`config.mk`:
```
export PLATFORM = sky130hd
export DESIGN_NAME = mem_core
export DESIGN_NICKNAME = d
export VERILOG_FILES = /design/src/common/core_pkg.sv /design/src/rtl/mem_core.sv /design/src/rtl/l2_request_arbiter.sv /design/src/rtl/load_merge.sv /design/src/rtl/store_buffer/store_buffer.sv /design/src/rtl/l1_data_cache/l1_data_cache.sv
export SDC_FILE = /design/constraint.sdc
export NUM_CORES = 2
export LEC_CHECK = 0
export BUFFER_PORTS_ARGS = -buffer_cell sky130_fd_sc_hd__buf_2
export CAP_MARGIN = 15
export CORE_ASPECT_RATIO = 1.2
export CORE_MARGIN = 2
export CORE_UTILIZATION = 25
export DETAILED_ROUTE_END_ITERATION = 6
export HOLD_SLACK_MARGIN = 0.05
export MAX_ROUTING_LAYER = met4
export SLEW_MARGIN = 30
export SYNTH_ARGS = -nofsm -noshare
export SYNTH_HDL_FRONTEND = slang
export SYNTH_SLANG_ARGS = --single-unit
```
`constraint.sdc`:
```
create_clock -name clk -period 54 [get_ports clk]
set_input_delay 5.4 -clock clk [delete_from_list [all_inputs] [get_ports clk]]
set_output_delay 5.4 -clock clk [all_outputs]
set_load 0.005 [all_outputs]
```
`src/common/core_pkg.sv`:
```
package core_pkg;

	localparam int LINE_BYTES = 16;
	localparam int LINE_WORDS = 4;
	localparam int STRANDS = 4;

	// One cache line, addressed by byte or by word
	typedef union packed
	{
		logic [LINE_BYTES-1:0][7:0] bytes;
		logic [LINE_WORDS-1:0][31:0] words;
	} line_t;

	// L2 request operation
	typedef enum logic [2:0]
	{
		L2_OP_LOAD = 3'd0,
		L2_OP_STORE = 3'd1
	} l2_op_e;

	// Requesting unit, echoed back in the response
	typedef enum logic [1:0]
	{
		UNIT_DCACHE = 2'd1,
		UNIT_STBUF = 2'd2
	} l2_unit_e;

endpackage
```
`src/rtl/mem_core.sv`:
```
`timescale 1ns/1ps

module mem_core
	#(parameter ADDR_W = 26,
	parameter CORE_ID = 0,
	parameter CORE_W = 2,
	parameter SETS = 8)
	(input clk,
	input reset,

	// Pipeline side
	input load_i,
	input store_i,
	input [$clog2(core_pkg::STRANDS)-1:0] strand_i,
	input [ADDR_W-1:0] addr_i,
	input [$clog2(core_pkg::LINE_WORDS)-1:0] lane_i,
	input core_pkg::line_t store_data_i,
	input [core_pkg::LINE_BYTES-1:0] store_mask_i,
	output logic [31:0] load_data_o,
	output logic hit_o,
	output logic load_collision_o,
	output logic rollback_o,
	output logic [core_pkg::STRANDS-1:0] load_complete_strands_o,
	output logic [core_pkg::STRANDS-1:0] store_resume_strands_o,

	// L2 request
	output logic l2req_valid_o,
	input l2req_ready_i,
	output core_pkg::l2_unit_e l2req_unit_o,
	output logic [$clog2(core_pkg::STRANDS)-1:0] l2req_strand_o,
	output core_pkg::l2_op_e l2req_op_o,
	output logic [ADDR_W-1:0] l2req_address_o,
	output core_pkg::line_t l2req_data_o,
	output logic [core_pkg::LINE_BYTES-1:0] l2req_mask_o,

	// L2 response broadcast
	input l2rsp_valid_i,
	input [CORE_W-1:0] l2rsp_core_i,
	input l2rsp_status_i,
	input core_pkg::l2_unit_e l2rsp_unit_i,
	input [$clog2(core_pkg::STRANDS)-1:0] l2rsp_strand_i,
	input core_pkg::l2_op_e l2rsp_op_i,
	input l2rsp_update_i,
	input [ADDR_W-1:0] l2rsp_address_i,
	input core_pkg::line_t l2rsp_data_i);

	localparam STRAND_W = $clog2(core_pkg::STRANDS);

	core_pkg::line_t cache_line;
	core_pkg::line_t bypass_line;
	logic [core_pkg::LINE_BYTES-1:0] bypass_mask;
	logic [core_pkg::LINE_BYTES-1:0] ack_mask;

	logic cache_req_valid;
	logic cache_req_ready;
	logic [STRAND_W-1:0] cache_req_strand;
	logic [ADDR_W-1:0] cache_req_address;

	logic stbuf_req_valid;
	logic stbuf_req_ready;
	logic [STRAND_W-1:0] stbuf_req_strand;
	logic [ADDR_W-1:0] stbuf_req_address;
	core_pkg::line_t stbuf_req_data;
	logic [core_pkg::LINE_BYTES-1:0] stbuf_req_mask;

	wire l2rsp_valid_for_me = l2rsp_valid_i && l2rsp_core_i == CORE_W'(CORE_ID);

	// Only a successful store writes through into the cache
	wire cache_update = l2rsp_update_i && l2rsp_status_i
		&& l2rsp_op_i == core_pkg::L2_OP_STORE;

	l1_data_cache #(.ADDR_W(ADDR_W), .SETS(SETS)) dcache(
		.clk(clk),
		.reset(reset),
		.load_i(load_i),
		.strand_i(strand_i),
		.addr_i(addr_i),
		.line_o(cache_line),
		.hit_o(hit_o),
		.load_collision_o(load_collision_o),
		.load_complete_strands_o(load_complete_strands_o),
		.l2req_valid_o(cache_req_valid),
		.l2req_ready_i(cache_req_ready),
		.l2req_strand_o(cache_req_strand),
		.l2req_address_o(cache_req_address),
		.rsp_valid_i(l2rsp_valid_for_me),
		.rsp_unit_i(l2rsp_unit_i),
		.rsp_strand_i(l2rsp_strand_i),
		.rsp_update_i(cache_update),
		.rsp_address_i(l2rsp_address_i),
		.rsp_data_i(l2rsp_data_i),
		.rsp_mask_i(ack_mask));

	store_buffer #(.ADDR_W(ADDR_W)) stbuf(
		.clk(clk),
		.reset(reset),
		.store_i(store_i),
		.load_i(load_i),
		.strand_i(strand_i),
		.addr_i(addr_i),
		.store_data_i(store_data_i),
		.store_mask_i(store_mask_i),
		.bypass_data_o(bypass_line),
		.bypass_mask_o(bypass_mask),
		.rollback_o(rollback_o),
		.store_resume_strands_o(store_resume_strands_o),
		.ack_mask_o(ack_mask),
		.l2req_valid_o(stbuf_req_valid),
		.l2req_ready_i(stbuf_req_ready),
		.l2req_strand_o(stbuf_req_strand),
		.l2req_address_o(stbuf_req_address),
		.l2req_data_o(stbuf_req_data),
		.l2req_mask_o(stbuf_req_mask),
		.rsp_valid_i(l2rsp_valid_for_me),
		.rsp_unit_i(l2rsp_unit_i),
		.rsp_strand_i(l2rsp_strand_i));

	load_merge merge(
		.clk(clk),
		.reset(reset),
		.cache_line_i(cache_line),
		.bypass_line_i(bypass_line),
		.bypass_mask_i(bypass_mask),
		.lane_i(lane_i),
		.word_o(load_data_o));

	l2_request_arbiter #(.ADDR_W(ADDR_W)) arbiter(
		.clk(clk),
		.reset(reset),
		.l2req_ready_i(l2req_ready_i),
		.cache_valid_i(cache_req_valid),
		.cache_strand_i(cache_req_strand),
		.cache_address_i(cache_req_address),
		.cache_ready_o(cache_req_ready),
		.stbuf_valid_i(stbuf_req_valid),
		.stbuf_strand_i(stbuf_req_strand),
		.stbuf_address_i(stbuf_req_address),
		.stbuf_data_i(stbuf_req_data),
		.stbuf_mask_i(stbuf_req_mask),
		.stbuf_ready_o(stbuf_req_ready),
		.l2req_valid_o(l2req_valid_o),
		.l2req_unit_o(l2req_unit_o),
		.l2req_strand_o(l2req_strand_o),
		.l2req_op_o(l2req_op_o),
		.l2req_address_o(l2req_address_o),
		.l2req_data_o(l2req_data_o),
		.l2req_mask_o(l2req_mask_o));

endmodule

```
`src/rtl/l2_request_arbiter.sv`:
```
`timescale 1ns/1ps

module l2_request_arbiter
	#(parameter ADDR_W = 26)
	(input clk,
	input reset,
	input l2req_ready_i,

	// Cache source, loads only
	input cache_valid_i,
	input [$clog2(core_pkg::STRANDS)-1:0] cache_strand_i,
	input [ADDR_W-1:0] cache_address_i,
	output logic cache_ready_o,

	// Store buffer source
	input stbuf_valid_i,
	input [$clog2(core_pkg::STRANDS)-1:0] stbuf_strand_i,
	input [ADDR_W-1:0] stbuf_address_i,
	input core_pkg::line_t stbuf_data_i,
	input [core_pkg::LINE_BYTES-1:0] stbuf_mask_i,
	output logic stbuf_ready_o,

	// Shared L2 request channel
	output logic l2req_valid_o,
	output core_pkg::l2_unit_e l2req_unit_o,
	output logic [$clog2(core_pkg::STRANDS)-1:0] l2req_strand_o,
	output core_pkg::l2_op_e l2req_op_o,
	output logic [ADDR_W-1:0] l2req_address_o,
	output core_pkg::line_t l2req_data_o,
	output logic [core_pkg::LINE_BYTES-1:0] l2req_mask_o);

	logic grant_locked;
	logic grant_r;
	logic stbuf_first;	// Round-robin priority
	logic grant;	// High selects the store buffer

	always_comb
	begin
		if (grant_locked)
			grant = grant_r;
		else if (cache_valid_i && stbuf_valid_i)
			grant = stbuf_first;
		else
			grant = stbuf_valid_i;
	end

	assign l2req_valid_o = grant ? stbuf_valid_i : cache_valid_i;
	assign cache_ready_o = l2req_ready_i && !grant;
	assign stbuf_ready_o = l2req_ready_i && grant;

	assign l2req_unit_o = grant ? core_pkg::UNIT_STBUF : core_pkg::UNIT_DCACHE;
	assign l2req_op_o = grant ? core_pkg::L2_OP_STORE : core_pkg::L2_OP_LOAD;
	assign l2req_strand_o = grant ? stbuf_strand_i : cache_strand_i;
	assign l2req_address_o = grant ? stbuf_address_i : cache_address_i;
	assign l2req_data_o = grant ? stbuf_data_i : '0;	// Loads carry no data
	assign l2req_mask_o = grant ? stbuf_mask_i : '0;

	always_ff @(posedge clk or posedge reset)
	begin
		if (reset)
		begin
			grant_locked <= 1'b0;
			grant_r <= 1'b0;
			stbuf_first <= 1'b0;
		end
		else if (l2req_valid_o && l2req_ready_i)
		begin
			grant_locked <= 1'b0;
			stbuf_first <= !grant;	// Other side goes first next time
		end
		else if (l2req_valid_o)
		begin
			// Stalled, keep this source until it gets through
			grant_locked <= 1'b1;
			grant_r <= grant;
		end
	end

endmodule

```
`src/rtl/load_merge.sv`:
```
`timescale 1ns/1ps

module load_merge
	(input clk,
	input reset,
	input core_pkg::line_t cache_line_i,
	input core_pkg::line_t bypass_line_i,
	input [core_pkg::LINE_BYTES-1:0] bypass_mask_i,
	input [$clog2(core_pkg::LINE_WORDS)-1:0] lane_i,
	output logic [31:0] word_o);

	localparam LANE_W = $clog2(core_pkg::LINE_WORDS);

	logic [LANE_W-1:0] lane_q;
	core_pkg::line_t merged;

	// Lane arrives with the request, data one cycle later
	always_ff @(posedge clk or posedge reset)
	begin
		if (reset)
			lane_q <= '0;
		else
			lane_q <= lane_i;
	end

	always_comb
	begin
		for (int i = 0; i < core_pkg::LINE_BYTES; i++)
		begin
			if (bypass_mask_i[i])
				merged.bytes[i] = bypass_line_i.bytes[i];	// Pending store wins
			else
				merged.bytes[i] = cache_line_i.bytes[i];
		end
	end

	assign word_o = merged.words[lane_q];

endmodule

```
`src/rtl/store_buffer/store_buffer.sv`:
```
`timescale 1ns/1ps

module store_buffer
	#(parameter ADDR_W = 26)
	(input clk,
	input reset,

	// Pipeline side
	input store_i,
	input load_i,
	input [$clog2(core_pkg::STRANDS)-1:0] strand_i,
	input [ADDR_W-1:0] addr_i,
	input core_pkg::line_t store_data_i,
	input [core_pkg::LINE_BYTES-1:0] store_mask_i,
	output core_pkg::line_t bypass_data_o,
	output logic [core_pkg::LINE_BYTES-1:0] bypass_mask_o,
	output logic rollback_o,
	output logic [core_pkg::STRANDS-1:0] store_resume_strands_o,
	output logic [core_pkg::LINE_BYTES-1:0] ack_mask_o,

	// L2 request
	output logic l2req_valid_o,
	input l2req_ready_i,
	output logic [$clog2(core_pkg::STRANDS)-1:0] l2req_strand_o,
	output logic [ADDR_W-1:0] l2req_address_o,
	output core_pkg::line_t l2req_data_o,
	output logic [core_pkg::LINE_BYTES-1:0] l2req_mask_o,

	// L2 response, already filtered by core
	input rsp_valid_i,
	input core_pkg::l2_unit_e rsp_unit_i,
	input [$clog2(core_pkg::STRANDS)-1:0] rsp_strand_i);

	localparam STRAND_W = $clog2(core_pkg::STRANDS);

	logic [core_pkg::STRANDS-1:0] pending_r;
	logic [core_pkg::STRANDS-1:0] issued_r;
	logic [ADDR_W-1:0] addr_r [core_pkg::STRANDS];
	core_pkg::line_t data_r [core_pkg::STRANDS];
	logic [core_pkg::LINE_BYTES-1:0] mask_r [core_pkg::STRANDS];

	logic sel_locked;	// Holds the choice while L2 is stalled
	logic [STRAND_W-1:0] sel_r;
	logic [STRAND_W-1:0] first_sel;
	logic [STRAND_W-1:0] issue_sel;

	wire [core_pkg::STRANDS-1:0] waiting = pending_r & ~issued_r;
	wire store_accept = store_i && !pending_r[strand_i];
	wire ack = rsp_valid_i && rsp_unit_i == core_pkg::UNIT_STBUF;
	wire bypass_match = pending_r[strand_i] && addr_r[strand_i] == addr_i;

	// Lowest numbered waiting entry
	always_comb
	begin
		first_sel = '0;
		for (int i = core_pkg::STRANDS - 1; i >= 0; i--)
		begin
			if (waiting[i])
				first_sel = STRAND_W'(i);
		end
	end

	assign issue_sel = sel_locked ? sel_r : first_sel;
	assign l2req_valid_o = |waiting;
	assign l2req_strand_o = issue_sel;
	assign l2req_address_o = addr_r[issue_sel];
	assign l2req_data_o = data_r[issue_sel];
	assign l2req_mask_o = mask_r[issue_sel];
	assign ack_mask_o = mask_r[rsp_strand_i];

	always_ff @(posedge clk or posedge reset)
	begin
		if (reset)
		begin
			pending_r <= '0;
			issued_r <= '0;
			sel_locked <= 1'b0;
			sel_r <= '0;
			rollback_o <= 1'b0;
			store_resume_strands_o <= '0;
			bypass_mask_o <= '0;
		end
		else
		begin
			if (ack)
			begin
				pending_r[rsp_strand_i] <= 1'b0;
				issued_r[rsp_strand_i] <= 1'b0;
			end

			if (l2req_valid_o && l2req_ready_i)
			begin
				issued_r[issue_sel] <= 1'b1;
				sel_locked <= 1'b0;
			end
			else if (l2req_valid_o)
			begin
				sel_locked <= 1'b1;
				sel_r <= issue_sel;
			end

			if (store_accept)
				pending_r[strand_i] <= 1'b1;

			rollback_o <= store_i && pending_r[strand_i];	// Entry still busy
			if (ack)
				store_resume_strands_o <= core_pkg::STRANDS'(1) << rsp_strand_i;
			else
				store_resume_strands_o <= '0;

			// Lined up with the cache lookup
			bypass_mask_o <= (load_i && bypass_match) ? mask_r[strand_i] : '0;
		end
	end

	always_ff @(posedge clk)
	begin
		if (store_accept)
		begin
			addr_r[strand_i] <= addr_i;
			data_r[strand_i] <= store_data_i;
			mask_r[strand_i] <= store_mask_i;
		end
		bypass_data_o <= data_r[strand_i];
	end

endmodule

```
`src/rtl/l1_data_cache/l1_data_cache.sv`:
```
`timescale 1ns/1ps

module l1_data_cache
	#(parameter ADDR_W = 26,
	parameter SETS = 8)
	(input clk,
	input reset,

	// Pipeline side
	input load_i,
	input [$clog2(core_pkg::STRANDS)-1:0] strand_i,
	input [ADDR_W-1:0] addr_i,
	output core_pkg::line_t line_o,
	output logic hit_o,
	output logic load_collision_o,
	output logic [core_pkg::STRANDS-1:0] load_complete_strands_o,

	// L2 request
	output logic l2req_valid_o,
	input l2req_ready_i,
	output logic [$clog2(core_pkg::STRANDS)-1:0] l2req_strand_o,
	output logic [ADDR_W-1:0] l2req_address_o,

	// L2 response, already filtered by core
	input rsp_valid_i,
	input core_pkg::l2_unit_e rsp_unit_i,
	input [$clog2(core_pkg::STRANDS)-1:0] rsp_strand_i,
	input rsp_update_i,
	input [ADDR_W-1:0] rsp_address_i,
	input core_pkg::line_t rsp_data_i,
	input [core_pkg::LINE_BYTES-1:0] rsp_mask_i);

	localparam IDX_W = $clog2(SETS);
	localparam TAG_W = ADDR_W - IDX_W;
	localparam STRAND_W = $clog2(core_pkg::STRANDS);

	logic [TAG_W-1:0] tag_r [SETS];
	logic [SETS-1:0] valid_r;
	core_pkg::line_t line_r [SETS];

	logic load_q;
	logic [ADDR_W-1:0] addr_q;
	logic [STRAND_W-1:0] strand_q;
	logic miss_pending;	// Fill not yet returned
	logic req_valid;	// Request not yet taken by the arbiter
	logic [STRAND_W-1:0] miss_strand;
	logic [ADDR_W-1:0] miss_addr;

	wire [IDX_W-1:0] idx_q = addr_q[IDX_W-1:0];
	wire [TAG_W-1:0] tag_q = addr_q[ADDR_W-1:IDX_W];
	wire [IDX_W-1:0] rsp_idx = rsp_address_i[IDX_W-1:0];
	wire [TAG_W-1:0] rsp_tag = rsp_address_i[ADDR_W-1:IDX_W];

	wire lookup_hit = valid_r[idx_q] && tag_r[idx_q] == tag_q;
	wire miss = load_q && !lookup_hit;
	wire start_miss = miss && !miss_pending;

	wire fill = rsp_valid_i && rsp_unit_i == core_pkg::UNIT_DCACHE;

	// Write-through update only touches a line we already hold
	wire update = rsp_valid_i && rsp_unit_i == core_pkg::UNIT_STBUF && rsp_update_i
		&& valid_r[rsp_idx] && tag_r[rsp_idx] == rsp_tag;

	assign hit_o = load_q && lookup_hit;
	assign load_collision_o = miss && miss_pending;	// Only one miss at a time
	assign line_o = line_r[idx_q];
	assign l2req_valid_o = req_valid;
	assign l2req_strand_o = miss_strand;
	assign l2req_address_o = miss_addr;

	always_ff @(posedge clk or posedge reset)
	begin
		if (reset)
		begin
			load_q <= 1'b0;
			miss_pending <= 1'b0;
			req_valid <= 1'b0;
			load_complete_strands_o <= '0;
		end
		else
		begin
			load_q <= load_i;
			if (start_miss)
			begin
				miss_pending <= 1'b1;
				req_valid <= 1'b1;
			end
			else
			begin
				if (req_valid && l2req_ready_i)
					req_valid <= 1'b0;
				if (fill)
					miss_pending <= 1'b0;
			end

			// Wake the waiting strand once the line is in
			if (fill)
				load_complete_strands_o <= core_pkg::STRANDS'(1) << rsp_strand_i;
			else
				load_complete_strands_o <= '0;
		end
	end

	always_ff @(posedge clk)
	begin
		addr_q <= addr_i;
		strand_q <= strand_i;
		if (start_miss)
		begin
			miss_strand <= strand_q;
			miss_addr <= addr_q;
		end
	end

	always_ff @(posedge clk or posedge reset)
	begin
		if (reset)
			valid_r <= '0;
		else if (fill)
			valid_r[rsp_idx] <= 1'b1;
	end

	always_ff @(posedge clk)
	begin
		if (fill)
		begin
			tag_r[rsp_idx] <= rsp_tag;
			line_r[rsp_idx] <= rsp_data_i;
		end
		else if (update)
		begin
			for (int i = 0; i < core_pkg::LINE_BYTES; i++)
			begin
				if (rsp_mask_i[i])
					line_r[rsp_idx].bytes[i] <= rsp_data_i.bytes[i];
			end
		end
	end

endmodule

```
==> key figures <==
Setup path
  • Reg-to-Reg End: dcache.l2req_address_o[6]$_DFFE_PP_
  • Worst Reg2Reg Path Length in Cells: 10
  • Startpoint Class: flop
  • Setup CP Type: reg2out
  • CP Max Fanout: 54
  • Crit end category: primary output
  • CP Data Arrival Time: 6000 ps
  • CP Data Required Time: 48600 ps
  • R2r startpoint: dcache.addr_q[1]$_DFF_P_
  • Flop2flop setup slack: 48840 ps

Timing
  • RSZ-0062 raised after global routing: no
  • Final Cycle Share: 21.1%
  • Endpoints failing setup: 0
  • Worst Tran Pin Value: 1210 ps
  • Crit path time final: 11400 ps
  • Final Hold Viols: 0
  • Clk_skew: 87.2 ps
  • Relative slew slack: 19.2%
  • Minimum hold slack: 404 ps
  • Setup TNS Final: 0 ps
  • Final Max Tran Viols: 0
  • Fmax: 87.7 MHz

Clock network
  • Hold-fix buffers at CTS: 0
  • TritonCTS clock tree: done
  • CTS buffer count: 227
  • Clock slew at reported path FFs: 70 ps
  • Clk_lat worst skew: 940 ps
  • Cts repair resizes: 0
  • CTS Sinks: 2124
  • Post-CTS setup buffer count: 0
  • Root buf cell: clkbuf_16
  • CTS H-tree depth: 4
  • CTS Buffer Depth: 4

Finish
  • Fill cell count: 34034
  • Final Net Count: 5407
  • Register area: 62000 um^2
  • Area Growth Syn to Fin: 19.4%
  • Layout Utilization: 30.0%
  • Multi-input gate area in the final layout: 25000 um^2
  • Most frequent cells in the layout: edfxtp_1, mux4_2, buf_2, nand2_1, clkbuf_16
  • Layout cells sized above 1: 36.8%
  • Commonest non-fill, non-tap cell in the layout: edfxtp_1

Synth
  • Cell variety after synth: 60
  • Average size of a mapped cell: 19.9 um^2
  • Ys flop type: edfxtp_1
  • Ys async rst share: 2.45%
  • Sequential share of the synthesized area: 70.6%
  • Synth Register Bits: 2124
  • Syn. warnings: 0
  • Mapped Cells: 4409
  • Post-Syn Area: 87800 um^2
  • EDFF count, synth: 1916

Floorplan
  • Cell Rows: 238
  • CORE AREA: 350000 um^2
  • Full die area: 356000 um^2
  • IO Count: 566
  • Initial core utilization: 25.1%
  • Die Y-Extent: 653 um
  • DIE WIDTH: 545 um

GRT
  • Initial antenna violation count: 175
  • Gr usage total: 16.8%
  • Total congestion overflow: 0
  • Vias in the first global route: 49191
  • First-pass GRT wire length: 403 mm
  • Largest net degree at the start of global routing: 103

Power
  • Power density over the cells: 40.9 nW/um^2
  • Peak supply drop: 0.0000951 V
  • Leak: 34.6 nW
  • Tot Pwr: 4.29 mW

Routing
  • WL/cell: 29.5 um
  • DRC Markers: 0
  • Post-route ant nets: 0
  • 1st-pass router iterations: 5
  • Vias/cell: 4.74
  • Via Count: 47586
  • Initial DRC count: 4707
  • WL final: 297 mm

Hold path
  • Hold path start: dcache.strand_q[0]$_DFF_P_
  • Hold Path Depth: 0
  • Hold WC Path Type: reg2reg
  • WHS Endpoint: dcache.l2req_strand_o[0]$_DFFE_PP_

Placement
  • Post-DP HPWL: 206 mm
  • IO Port Bufs: 563
  • Gp weighted congestion: 0.852

Flow run
  • MaxCap Viol Count: 0

Status
  • Status: finished, final reports clean
==> how the worst max path moves through the flow <==
stage	start	to	slack, ps	cells past startpoint
after floorplan	strand_i[0]	stbuf.addr_r[0][0]$_DFFE_PP_	29260	4
after global placement	l2rsp_address_i[1]	dcache.line_r[0][49]$_DFFE_PP_	42150	10
after detailed placement	l2rsp_address_i[1]	dcache.line_r[3][72]$_DFFE_PP_	42430	10
after CTS	stbuf.pending_r[1]$_DFF_PP0_	l2req_data_o[91]	42430	11
after global routing	stbuf.pending_r[3]$_DFF_PP0_	l2req_data_o[92]	42410	11
final	stbuf.pending_r[1]$_DFF_PP0_	l2req_data_o[91]	42600	11
==> logic make-up (layout without fill, tap and decap cells) <==
logic type,Yosys count,in the layout,synth area share (%)
flip-flops,2124,2124,70.6
multiplexers,927,927,20.6
AO/OA/AOI/OAI,338,338,3.10
buffers and inverters,309,1156,1.57
AND/OR/NAND/NOR,642,642,3.48
XOR/XNOR,68,68,0.678
other,1,112,0.00427
==> final cells by class <==
class | count | share of cell area, %
multi-input combinational | 1977 | 23.8
sequential | 2124 | 59.1
timing repair buffer | 712 | 3.94
clock buffer | 266 | 5.63
tap | 4680 | 5.58
clock inverter | 158 | 1.57
inverter | 20 | 0.0775
antenna | 110 | 0.262
==> per-stage QoR <==
step	cell area, um^2	std cells	setup slack, ps
after detailed placement	96900	9511	42430
after global placement	96600	9508	42150
final	105000	10047	42600
after floorplan	87800	4410	29260
after CTS	104000	9935	42430
after global routing	105000	10027	42410
==> flip-flops by register name, summed over array words and instances (netlist names), 8 cells and up <==
register and flops:
dcache.l2req_address_o 26, dcache.addr_q 26, dcache.line_r 1024, stbuf.bypass_data_o 128, stbuf.addr_r 104, stbuf.mask_r 64
dcache.tag_r 184, stbuf.data_r 512, dcache.valid_r 8, stbuf.bypass_mask_o 16
==> per-layer routing <==
layer  track usage (%)  routed length, um  vias to the layer above
li1                  -                  -                    19672
met1              20.0             113000                    25312
met2              27.1             144000                     2085
met3              4.74              28000                      517
met4              5.77              11300                        0
met5                 -                  0                        -
==> Yosys cell counts, types with 4 or more instances <==
| library cell | instances | area [um^2] |
|---|---|---|
| edfxtp_1 | 1916 | 57500 |
| mux4_2 | 704 | 15900 |
| nand2_1 | 353 | 1330 |
| mux2i_1 | 203 | 2030 |
| dfxtp_1 | 156 | 3120 |
| clkbuf_1 | 152 | 571 |
| and2_1 | 148 | 926 |
| o21ai_0 | 134 | 671 |
| buf_2 | 65 | 325 |
| dfrtp_1 | 52 | 1300 |
| o31ai_1 | 49 | 368 |
| o31ai_2 | 49 | 613 |
| buf_1 | 48 | 180 |
| xnor2_1 | 46 | 403 |
| nor2_1 | 30 | 113 |
| o41ai_2 | 30 | 488 |
| nor2b_1 | 25 | 156 |
| xor2_1 | 22 | 193 |
| inv_1 | 20 | 75.1 |
| mux2_2 | 16 | 180 |
| nand2b_1 | 16 | 100 |
| a21oi_1 | 13 | 65.1 |
| nand3_1 | 13 | 65.1 |
| buf_4 | 12 | 90.1 |
| buf_6 | 12 | 135 |
| nand4_1 | 12 | 75.1 |
| a221oi_1 | 10 | 87.6 |
| a22o_1 | 10 | 87.6 |
| nor3_1 | 10 | 50.1 |
| nor4_1 | 10 | 62.6 |
| o22ai_1 | 9 | 56.3 |
| nor3b_1 | 7 | 52.6 |
| a22oi_1 | 5 | 37.5 |
| nand3b_1 | 5 | 37.5 |
| a21o_1 | 4 | 30.0 |
| mux2_1 | 4 | 45.0 |
| or3_1 | 4 | 25.0 |
==> critical path, cell delays in order (launching register included) <==
cell and delay [ps]:
dfrtp_1 440, nor2b_1 160, a21oi_1 120, nor3_1 90
a21oi_4 390, buf_4 570, buf_4 780, buf_4 700
buf_4 840, mux4_2 420, and2_1 220, buf_2 150
==> where the power goes <==
group / switching, mW / leakage (nW) / internal, mW
registers: 0.0261 / 19.2 / 1.83
clock network: 0.685 / 3.61 / 0.895
logic: 0.481 / 11.7 / 0.369
(Power assumes the default switching activity.)
